===== config.mk =====
export PLATFORM = sky130hd
export DESIGN_NAME = amo_unit
export DESIGN_NICKNAME = d
export VERILOG_FILES = /design/src/tcdm_pkg.sv /design/src/amo_unit.sv /design/src/amo_alu.sv
export SDC_FILE = /design/constraint.sdc
export NUM_CORES = 1
export LEC_CHECK = 0
export BUFFER_PORTS_ARGS = -buffer_cell sky130_fd_sc_hd__clkbuf_2
export CAP_MARGIN = 5
export CORE_MARGIN = 4
export CORE_UTILIZATION = 62
export DETAILED_ROUTE_END_ITERATION = 7
export GPL_ROUTABILITY_DRIVEN = 1
export PLACE_DENSITY = 0.88
export SLEW_MARGIN = 15
export SYNTH_ARGS = -nofsm -noshare
export SYNTH_HDL_FRONTEND = slang
export SYNTH_SLANG_ARGS = --single-unit
export TNS_END_PERCENT = 100

===== constraint.sdc =====
create_clock -name clk_i -period 13.3 [get_ports clk_i]
set_clock_uncertainty 0.05 [all_clocks]
set_input_delay 1.33 -clock clk_i [delete_from_list [all_inputs] [get_ports clk_i]]
set_output_delay 1.33 -clock clk_i [all_outputs]
set_load 0.03 [all_outputs]

===== src/tcdm_pkg.sv =====
// ----------------------------------------------------------
// shared widths, atomic opcode encoding and atomic unit state
// for the tcdm bank
// ----------------------------------------------------------
`default_nettype none

package tcdm_pkg;

  // data path
  localparam int unsigned DataWidth   = 32;
  localparam int unsigned BeWidth     = DataWidth / 8;
  // bank geometry, word addressed
  localparam int unsigned AddrWidth   = 8;
  localparam int unsigned NumWords    = 256;
  // requester tag
  localparam int unsigned CoreIdWidth = 4;

  // atomic opcodes, encoding shared with the core side
  typedef enum logic [3:0] {
    AmoNone = 4'h0,
    AmoSwap = 4'h1,
    AmoAdd  = 4'h2,
    AmoAnd  = 4'h3,
    AmoOr   = 4'h4,
    AmoXor  = 4'h5,
    AmoMax  = 4'h6,
    AmoMaxu = 4'h7,
    AmoMin  = 4'h8,
    AmoMinu = 4'h9,
    AmoLr   = 4'hA,
    AmoSc   = 4'hB
  } amo_op_e;

  // atomic unit owns the sram port in AmoWrite
  typedef enum logic {
    AmoIdle  = 1'b0,
    AmoWrite = 1'b1
  } amo_state_e;

endpackage

`default_nettype wire

===== src/amo_unit.sv =====
// ----------------------------------------------------------
// atomic read-modify-write sequencer
// captures the request, writes the result back one cycle later
// ----------------------------------------------------------
`default_nettype none

module amo_unit (
  input  wire logic                           clk_i,
  input  wire logic                           rst_ni,
  input  wire logic                           req_accept_i,
  input  wire tcdm_pkg::amo_op_e              in_amo_i,
  input  wire logic [tcdm_pkg::AddrWidth-1:0] in_addr_i,
  input  wire logic [tcdm_pkg::DataWidth-1:0] in_wdata_i,
  input  wire logic [tcdm_pkg::DataWidth-1:0] mem_rdata_i,
  output logic                                amo_busy_o,
  output logic      [tcdm_pkg::AddrWidth-1:0] amo_wb_addr_o,
  output logic      [tcdm_pkg::DataWidth-1:0] amo_wb_data_o
);

  tcdm_pkg::amo_state_e           state_q;
  tcdm_pkg::amo_state_e           state_d;
  tcdm_pkg::amo_op_e              op_q;
  logic [tcdm_pkg::AddrWidth-1:0] addr_q;
  logic [tcdm_pkg::DataWidth-1:0] operand_q;
  logic                           load_amo;

  // lr and sc are handled by the reservation logic, not here
  assign load_amo = req_accept_i &&
                    (in_amo_i inside {[tcdm_pkg::AmoSwap : tcdm_pkg::AmoMinu]});

  // ----------------------------------------------------------
  // fsm
  // ----------------------------------------------------------
  always_comb begin
    state_d = state_q;
    case (state_q)
      tcdm_pkg::AmoIdle:  if (load_amo) state_d = tcdm_pkg::AmoWrite;
      tcdm_pkg::AmoWrite: state_d = tcdm_pkg::AmoIdle;
      default:            state_d = tcdm_pkg::AmoIdle;
    endcase
  end

  always_ff @(posedge clk_i or negedge rst_ni) begin
    if (!rst_ni) begin
      state_q <= tcdm_pkg::AmoIdle;
    end else begin
      state_q <= state_d;
    end
  end

  // opcode, address and operand of the pending atomic
  always_ff @(posedge clk_i) begin
    if (load_amo) begin
      op_q      <= in_amo_i;
      addr_q    <= in_addr_i;
      operand_q <= in_wdata_i;
    end
  end

  // old word arrives from the sram in the write cycle
  amo_alu i_amo_alu (
    .op_i      (op_q),
    .mem_i     (mem_rdata_i),
    .operand_i (operand_q),
    .result_o  (amo_wb_data_o)
  );

  assign amo_busy_o    = (state_q == tcdm_pkg::AmoWrite);
  assign amo_wb_addr_o = addr_q;

  // a second atomic during the write-back would need another write cycle
  a_single_wb : assert property (
    @(posedge clk_i) disable iff (!rst_ni)
    (state_q == tcdm_pkg::AmoWrite) |-> !load_amo
  );

endmodule

`default_nettype wire


===== src/amo_alu.sv =====
// ----------------------------------------------------------
// atomic write-back value from old word and operand
// ----------------------------------------------------------
`default_nettype none

module amo_alu (
  input  wire tcdm_pkg::amo_op_e              op_i,
  input  wire logic [tcdm_pkg::DataWidth-1:0] mem_i,
  input  wire logic [tcdm_pkg::DataWidth-1:0] operand_i,
  output logic      [tcdm_pkg::DataWidth-1:0] result_o
);

  localparam int unsigned Msb = tcdm_pkg::DataWidth - 1;

  // one extra bit so that signed and unsigned compares share the adder
  logic [tcdm_pkg::DataWidth:0] adder_a;
  logic [tcdm_pkg::DataWidth:0] adder_b;
  logic [tcdm_pkg::DataWidth:0] adder_sum;
  logic                         mem_lt_op;

  // operand shaping, default is a signed subtract
  always_comb begin
    adder_a = {mem_i[Msb], mem_i};
    adder_b = -{operand_i[Msb], operand_i};
    case (op_i)
      tcdm_pkg::AmoAdd: begin
        adder_b = {1'b0, operand_i};
      end
      tcdm_pkg::AmoMaxu, tcdm_pkg::AmoMinu: begin
        adder_a = {1'b0, mem_i};
        adder_b = -{1'b0, operand_i};
      end
      default: begin
      end
    endcase
  end

  assign adder_sum = adder_a + adder_b;
  // negative difference means the old word is the smaller one
  assign mem_lt_op = adder_sum[tcdm_pkg::DataWidth];

  always_comb begin
    case (op_i)
      tcdm_pkg::AmoSwap: result_o = operand_i;
      tcdm_pkg::AmoAdd:  result_o = adder_sum[Msb:0];
      tcdm_pkg::AmoAnd:  result_o = mem_i & operand_i;
      tcdm_pkg::AmoOr:   result_o = mem_i | operand_i;
      tcdm_pkg::AmoXor:  result_o = mem_i ^ operand_i;
      tcdm_pkg::AmoMax, tcdm_pkg::AmoMaxu: begin
        result_o = mem_lt_op ? operand_i : mem_i;
      end
      tcdm_pkg::AmoMin, tcdm_pkg::AmoMinu: begin
        result_o = mem_lt_op ? mem_i : operand_i;
      end
      default:           result_o = '0;
    endcase
  end

endmodule

`default_nettype wire


### Word-level counts from Yosys, hierarchy flattened

Index checks and enable logic that the tools add are counted.

* add/subtract/negate cells: 3
* $lt $le $gt $ge: 2
* equality and inequality tests: 9
* mux-type cells: 7
* bitwise logic cells: 4
* reduce and logical (&&, ||, !) cells: 5

Operators by type and width (count)
* $pmux W32 S7: 1
* $pmux W33 S2: 1
* $mux W32: 2
* $add A33 B33 Y33: 1
* $mux W33: 1
* $neg A32 Y33: 1
* $neg A33 Y33: 1
* $and A32 B32 Y32: 1
* $or A32 B32 Y32: 1
* $xor A32 B32 Y32: 1
* $eq A4 B3 Y1 const B: 4
* $eq A4 B2 Y1 const B: 2
* $eq A4 B4 Y1 const B: 2
* $reduce_or A2 Y1: 3
* $eq A4 B1 Y1 const B: 1
* $ge A4 B1 Y1 const B: 1
* $le A4 B4 Y1 const B: 1
* $logic_and A1 B1 Y1: 2
* $pmux W1 S2: 1
* $mux W1: 1
* $not A1 Y1: 1

* register bits after elaboration: 45
* input bits: 79
* output and inout bits: 41
* word-level logic and storage cells: 34

### Logic depth before layout (Yosys ltp)

Gate-level depths: netlist (run 1).

* depth after elaboration: 6
* gate-level depth with buffers: 20
* gate-level depth less buffers: 18

### Cells and area by module

From an unflattened synthesis (run 1), not the netlist that was laid out.

* cells, all modules: 703
* area total of the unflattened synthesis: 5972.0 um^2

Modules (own cells, without submodules)
* amo_alu: times used 1, cells each 654, area an instance 4583.1 um^2, seq. area each 0.0 um^2
* amo_unit: times used 1, cells each 49, area an instance 1388.8 um^2, seq. area each 1346.3 um^2

### Worst setup path after synthesis (run 1)

OpenSTA, ideal clock, no wires.

* path type: register to output
* from: reg operand_q[4] (netlist bit)
* to: out amo_wb_data_o[11] (netlist bit)
* data arrival time: 4.525 ns
* required time: 11.920 ns
* slack: 7.395 ns
* stages on the path, launching flop included: 21
* path buffers: 2
* cells stage by stage: edfxtp_1 > nor4_2 > nand2_1 > nor4_1 > nand2_1 > nor2_1 > nand2_1 > nand2_1 > xnor2_1 > ha_1 > clkbuf_1 > a21o_1 > a21o_1 > a21oi_1 > nor2_1 > or3_1 > o21ai_4 > and3_4 > nor2_2 > buf_2 > o221ai_1

* word-level cells in the longest chain between the ends: 5
* elaborated cells between the ends (all ways): 7
* classes of those cells: add/sub: 3; mux: 4

Ends and longest elaborated chain
* start, declared: RTL line amo_unit.sv:24 `logic [tcdm_pkg::DataWidth-1:0] operand_q;`
* start signal, assigned: RTL line amo_unit.sv:56 `operand_q <= in_wdata_i;`
* $neg A33 Y33 or $neg A32 Y33 (tied branches): RTL line amo_alu.sv:24, amo_alu.sv:31
* $pmux W33 S2 (*): RTL line amo_alu.sv:25 `case (op_i)`
* $add A33 B33 Y33 (*): RTL line amo_alu.sv:38 `assign adder_sum = adder_a + adder_b;`
* $mux W32, on equally long branches: RTL line amo_alu.sv:53, amo_alu.sv:50
* $pmux W32 S7 (*): RTL line amo_alu.sv:43 `case (op_i)`
* end, declared: RTL line amo_unit.sv:17 `output logic [tcdm_pkg::DataWidth-1:0] amo_wb_data_o`

Mark *: on every way between the ends. The rest lies on a longest branch, timed or not.

### Worst setup path after layout (run 1)

* from: reg operand_q[4] (netlist bit)
* to: out amo_wb_data_o[19] (netlist bit)

The elaborated chain is that of the path after synthesis.

==> results of run 1 <==
routing by layer:
layer | share of wire, % | GRT usage (%) | vias to the layer above
met5 | 0 | 0 | -
met3 | 10 | 6.63 | 101
met1 | 40 | 44.4 | 3060
met2 | 45 | 55.2 | 416
li1 | - | - | 3007
met4 | 4.8 | 15.0 | 0
flip-flops by register name, summed over array words and instances, names as in the netlist:
| name | flops |
|---|---|
| amo_busy_o | 1 |
| op_q | 4 |
| amo_wb_addr_o | 8 |
| operand_q | 32 |
power breakdown:
part / switching (mW) / leakage [nW] / internal (mW)
sequential: 0.0167 / 0.429 / 0.170
clock: 0.0553 / 0.0574 / 0.0612
combinational: 0.244 / 2.77 / 0.141
synthesized netlist by cell type, types with 9 or more instances:
cell / n
a21o_1: 20
a21oi_1: 65
a221o_1: 21
a221oi_1: 19
clkbuf_1: 26
edfxtp_1: 44
ha_1: 98
inv_1: 72
nand2_1: 41
nand3_1: 11
nand4_1: 9
nor2_1: 39
nor3_1: 10
o21ai_0: 41
o221ai_1: 18
o22ai_1: 15
xnor2_1: 43
xor2_1: 12
stage by stage:
stage          cell area (um^2)  util [%]
2_1_floorplan              6230         -
3_3_place_gp               6920      70.8
3_5_place_dp               6920      70.8
4_1_cts                    7040      72.1
5_1_grt                    7040      72.1
6_report                   7040      72.1
area by class of cell:
type                            count  area [um^2]
Inverter                           72          270
Multi-Input combinational cell    590         4490
Tap cell                          133          166
Timing Repair Buffer              126          648
Clock inverter                      2         37.5
Sequential cell                    45         1350
Clock buffer                        6         82.6
Fill cell                         791         2730
cell usage in the layout, fill, tap and decap left out, types with 7 or more instances in the layout:
master / synthesis / routed
o21ai_0: 41 / 41
xnor2_1: 43 / 43
nand3_1: 11 / 11
nor2_1: 39 / 38
inv_1: 72 / 72
buf_4: 0 / 7
a21o_1: 20 / 20
a31oi_1: 8 / 8
o22ai_1: 15 / 15
nand2_1: 41 / 41
edfxtp_1: 44 / 44
a221oi_1: 19 / 19
nand4_1: 9 / 9
clkbuf_2: 0 / 119
ha_1: 98 / 98
a22oi_1: 8 / 8
nor3_1: 10 / 10
o221ai_1: 18 / 18
a21oi_1: 65 / 65
nor4_1: 8 / 7
a221o_1: 21 / 21
and2_1: 8 / 8
xor2_1: 12 / 12
critical path, stage by stage (launching register included):
cell and delay, ns:
edfxtp_1 0.48, nor4_2 0.39, nand2_1 0.12, nor4_1 0.66
nand2_1 0.16, nor2_1 0.45, nand2_1 0.22, o31ai_1 0.28
xnor2_1 0.12, ha_1 0.38, nand3_1 0.11, nor2_1 0.19
and3_1 0.19, a21boi_0 0.58, o21ai_4 0.12, and2_1 0.20
a21oi_1 0.53, buf_4 0.37, o221ai_1 0.20, clkbuf_2 0.23
logic make-up after synthesis:
logic type,Yosys count,share of synthesized area (%)
buffers and inverters,103,6.41
AO/OA/AOI/OAI,264,29.4
flip-flops,45,21.6
XOR/XNOR,55,7.73
AND/OR/NAND/NOR,167,14.0
adder cells (fa/ha/maj),99,20.0
multiplexers,5,0.824
worst paths after layout:
kind	from	end	cells after the start	slack, ns
max in group asynchronous	rst_ni	amo_busy_o	1	12.39
min	amo_busy_o	amo_busy_o	1	0.39
max reg2reg	amo_busy_o	amo_busy_o	1	12.68
max	operand_q[4]	amo_wb_data_o[19]	19	5.61
min reg2reg	amo_busy_o	amo_busy_o	1	0.39
min in group asynchronous	rst_ni	amo_busy_o	1	0.72
==> out/metrics.cfg, run 1 <==
[critical_path]
crit_required_ns=11.92
critPathMaxFanout=15
cp-end-kind=output port
arrival_ns=6.31
startpoint_type=register
critical_path_class=register to output port

[routing]
drt_iter0_drc=630
vias=6584
routed_wl_um=20000
ant_nets=0
wl_per_cell_um=20.6
vias_per_cell=6.76
drc=0
drtPass1Iterations=6

[logic_synthesis]
synthTopCellsByArea=edfxtp_1 21%, ha_1 20%, xnor2_1 6.0%
synth_top_cell_area_share_pct=21.2
yosysTopAreaCell=edfxtp_1
seq_area_frac_synth_pct=21.6
syn_area_per_cell_um2=8.44
synthCells=738
synthFlopType=edfxtp_1
ys_seq_elements=45
syn-num-nets=916
ys_types=65
yosysWarnings=0
synth_edf_count=44
async_flop_share_pct=2.22
syn_area_um2=6230

[sta]
fin_setup_tns_ns=0
fin_crit_sh_pct=57.8
tightestPinTransition_ns=1.09
fin_crit_ns=7.69
timing.final.ws_setup_ns=5.61
setup_violations=0
rsz0062_at_grt=false
hold_viol=0
relSlewSlack_pct=27.3
hold_ws_ns=0.391
slew_viol_final=0
timing.fmax_ghz=0.130

[power_and_ir_drop]
p_leak_nw=3.26
p_per_area_nw_per_um2=97.7
vdd_drop_max_mv=0.0779
power.total_uw=688

[clocking]
cts.htree.levels=2
cts_tree=yes
cts.sinks=45
path_clk_slew_ns=0.09
hold_buffers=0
cts-resized-gates=0
cts_root_buf=clkbuf_8
clock_path_buffers=2
cts_buffers=5
post-cts-setup-buffer-count=0
clk_latency_ns=0.31

[die]
rows=36
die_area_um2=11700
die_w_um=108
coreArea_um2=9770
die_h_um=108
initial_core_util_pct=63.7
io_pins=120

[layout]
syn_to_final_growth_pct=13.1
final_nets=1018
finalNonFillerCells=974
diodes=0
drive_gt1_share_pct=18.3

[min_path]
min_path_type=register to register

[job]
drv_cap=0

[grt]
grt.total_usage_pct=34.1
grt_pass1_wl_um=31600
antenna_found_initial=0
overflow=0
grt_max_degree=46
grt_pass1_vias=6509

[placed_design]
gp_congestion=0.987
portBuffers=119
dp_worst_setup_slack_ns=6.20
dp_hpwl_um=15100
placed_cells=966

[outcome]
status=finished clean

No activity file was read; power rests on OpenSTA's default activity.
==> run 2: changes to the inputs <==
- ABC_AREA: not set -> 1
- CORE_UTILIZATION: 62 -> 54
- PLACE_DENSITY: 0.88 -> 0.8
- clock period: 13.3 -> 6.86 ns (I/O delays scaled with it)
==> run 2 against run 1 <==
  * Synthesized cell count is 62% higher
  * Global-route usage is 4.5 points lower
  * Non-clock buffer count is 2 lower
  * Sequential power is 95% higher
  * Sequential share of layout area is 3.1 points lower
  * Design area is 19% higher
  * Critical endpoint is now amo_wb_data_o[12]
  * Clock power is 90% higher
  * Utilization is 11 points lower
  * First-iteration DRC count is 20% higher
  * Combinational power is 130% higher
==> out/metrics.cfg, run 2 <==
[outcome]
status=finished clean

[sta]
timing.fmax_ghz=0.170
fin_crit_ns=5.89
slew_viol_final=0
hold_viol=0
fin_setup_tns_ns=0
relSlewSlack_pct=22.6
setup_violations=0
rsz0062_at_grt=false
tightestPinTransition_ns=1.15
fin_crit_sh_pct=85.8

[clocking]
post-cts-setup-buffer-count=0
hold_buffers=0
cts_root_buf=clkbuf_16
cts_tree=yes
cts.htree.levels=2
clock_path_buffers=2
clk_latency_ns=0.29
cts-resized-gates=0
path_clk_slew_ns=0.06
cts_buffers=5
cts.sinks=45

[die]
rows=43
io_pins=120
die_area_um2=16100
die_h_um=127
coreArea_um2=13800
die_w_um=127
initial_core_util_pct=55.1

[critical_path]
cp-end-kind=output port
regToRegSetupSlack_ns=6.08
cpPeakStageDelay_ns=0.84
critPathMaxFanout=62
crit_required_ns=6.12
crit_slowest_cell=clkinv_1
critical_path_class=register to output port
startpoint_type=register
critPathBufInv=4
cp_cell_sequence=nor2_1, nand3_1, buf_4, clkinv_1, a21oi_1, xor2_1, inv_1, ha_1, nand2_1, nor2_1, nand2_1, nor2_1, nand2_2, nand2_2, nand2_2, nand2_4, nand2_1, nand3_1, nand3b_1, clkbuf_2
arrival_ns=5.15
crit_family=simple AND/OR/NAND/NOR gates

[power_and_ir_drop]
p_per_area_nw_per_um2=174
cell_internal_pwr_uw=729
p_seq_share_pct=25.0
p_leak_nw=4.34
comb_power_share_pct=59.8
swShare_pct=50.0
p_clk_share_pct=15.2
vdd_drop_max_mv=0.295
power_switching_uw=728

[logic_synthesis]
yosysTopAreaCell=edfxtp_1
synthTopCellsByArea=edfxtp_1 17%, nand2_1 16%, ha_1 16%
yosysMostFrequentCell=nand2_1
async_flop_share_pct=2.22
syn_area_um2=7610
ys_seq_elements=45
synth_top_cell_area_share_pct=17.4
yosysWarnings=0
synthFlopType=edfxtp_1
ys_types=45
synth_edf_count=44
syn-num-nets=1374
syn_area_per_cell_um2=6.37
synthCells=1196
ys_top_cells_by_count=328 x nand2_1, 158 x inv_1, 157 x nand3_1
seq_area_frac_synth_pct=17.7

[placed_design]
dp_hpwl_um=18600
portBuffers=119
placed_cells=1461
gp_congestion=0.989

[grt]
busiest_layer=met2
grt_pass1_vias=7763
antenna_found_initial=0
grt_util_met2_pct=44.9
grt_use_met3_pct=4.34
overflow=0
grt_pass1_wl_um=39000
grt_use_met1_pct=44.5
grt.total_usage_pct=29.6
grt_max_degree=65

[layout]
mostFrequentLayoutCell=nand2_1
drive_gt1_share_pct=13.6
num-fill-cells=1348
largest_reg_flops=32
syn_to_final_growth_pct=10.2
layout_common_cells=328 x nand2_1, 157 x nand3_1, 156 x inv_1
finalNonFillerCells=1469
final_nets=1466
final_core_util_pct=60.7
diodes=0
top_register=operand_q

[min_path]
min_path_type=input port to async pin

[job]
drv_cap=0

[routing]
vias_per_cell=5.68
ant_nets=0
drt_iter0_drc=753
vias=8338
drc=0
drtPass1Iterations=5
routed_wl_um=23700
wl_per_cell_um=16.2

==> run 2: final timing paths <==
path | start | end | cells after the start
max in group asynchronous | rst_ni | amo_busy_o | 1
hold reg to reg | amo_busy_o | amo_busy_o | 1
min in group clk_i | amo_busy_o | amo_busy_o | 1
setup / recovery | op_q[3] | amo_wb_data_o[12] | 20
setup reg to reg | amo_busy_o | amo_busy_o | 1
hold / removal | rst_ni | amo_busy_o | 1
==> run 2: power groups by stage <==
| stage | sequential [mW] | combinational [mW] | clock (mW) |
|---|---|---|---|
| after global routing | 0.367 | 0.977 | 0.242 |
| after CTS | 0.363 | 0.858 | 0.229 |
| after global placement | 0.368 | 0.842 | 0 |
| after detailed placement | 0.369 | 0.854 | 0 |
| after floorplan | 0.367 | 0.660 | 0 |
| final | 0.365 | 0.871 | 0.222 |
==> run 2: kinds of logic (layout without fill, tap and decap cells) <==
group	after synthesis	after routing	synth area share, %
and+or+nand+nor	647	647	38.1
buffers and inverters	209	302	11.5
AOI/OAI and AO/OA	166	166	12.9
adders and majority gates	99	99	16.4
DFF	45	45	17.7
xor gates and xnor gates	30	30	3.45
==> run 2: area by class of cell <==
type / instances / area (um^2) / share of cell area, %
flip-flops and latches: 45 / 1350 / 16.1
clock inverters: 3 / 12.5 / 0.149
clock buffers: 5 / 125 / 1.49
repair buffers: 124 / 633 / 7.55
inverters: 170 / 638 / 7.61
multi-input cells: 942 / 5410 / 64.5
well taps: 180 / 225 / 2.68
==> run 2: through the flow <==
step,hold WS [ns],cell area (um^2),power [mW],worst slack (ns)
6_report,0.110,8390,1.46,0.972
3_5_place_dp,0.379,8250,1.22,1.38
5_1_grt,0.103,8390,1.59,0.559
3_3_place_gp,0.383,8250,1.21,1.50
4_1_cts,0.105,8390,1.45,1.07
2_1_floorplan,0.340,7610,1.03,2.40
==> run 2: metal layers <==
layer | routed length (um) | vias to the layer above
li1 | - | 4148
met1 | 11100 | 3789
met2 | 10100 | 372
met3 | 2250 | 29
met4 | 318 | 0
met5 | 0 | -
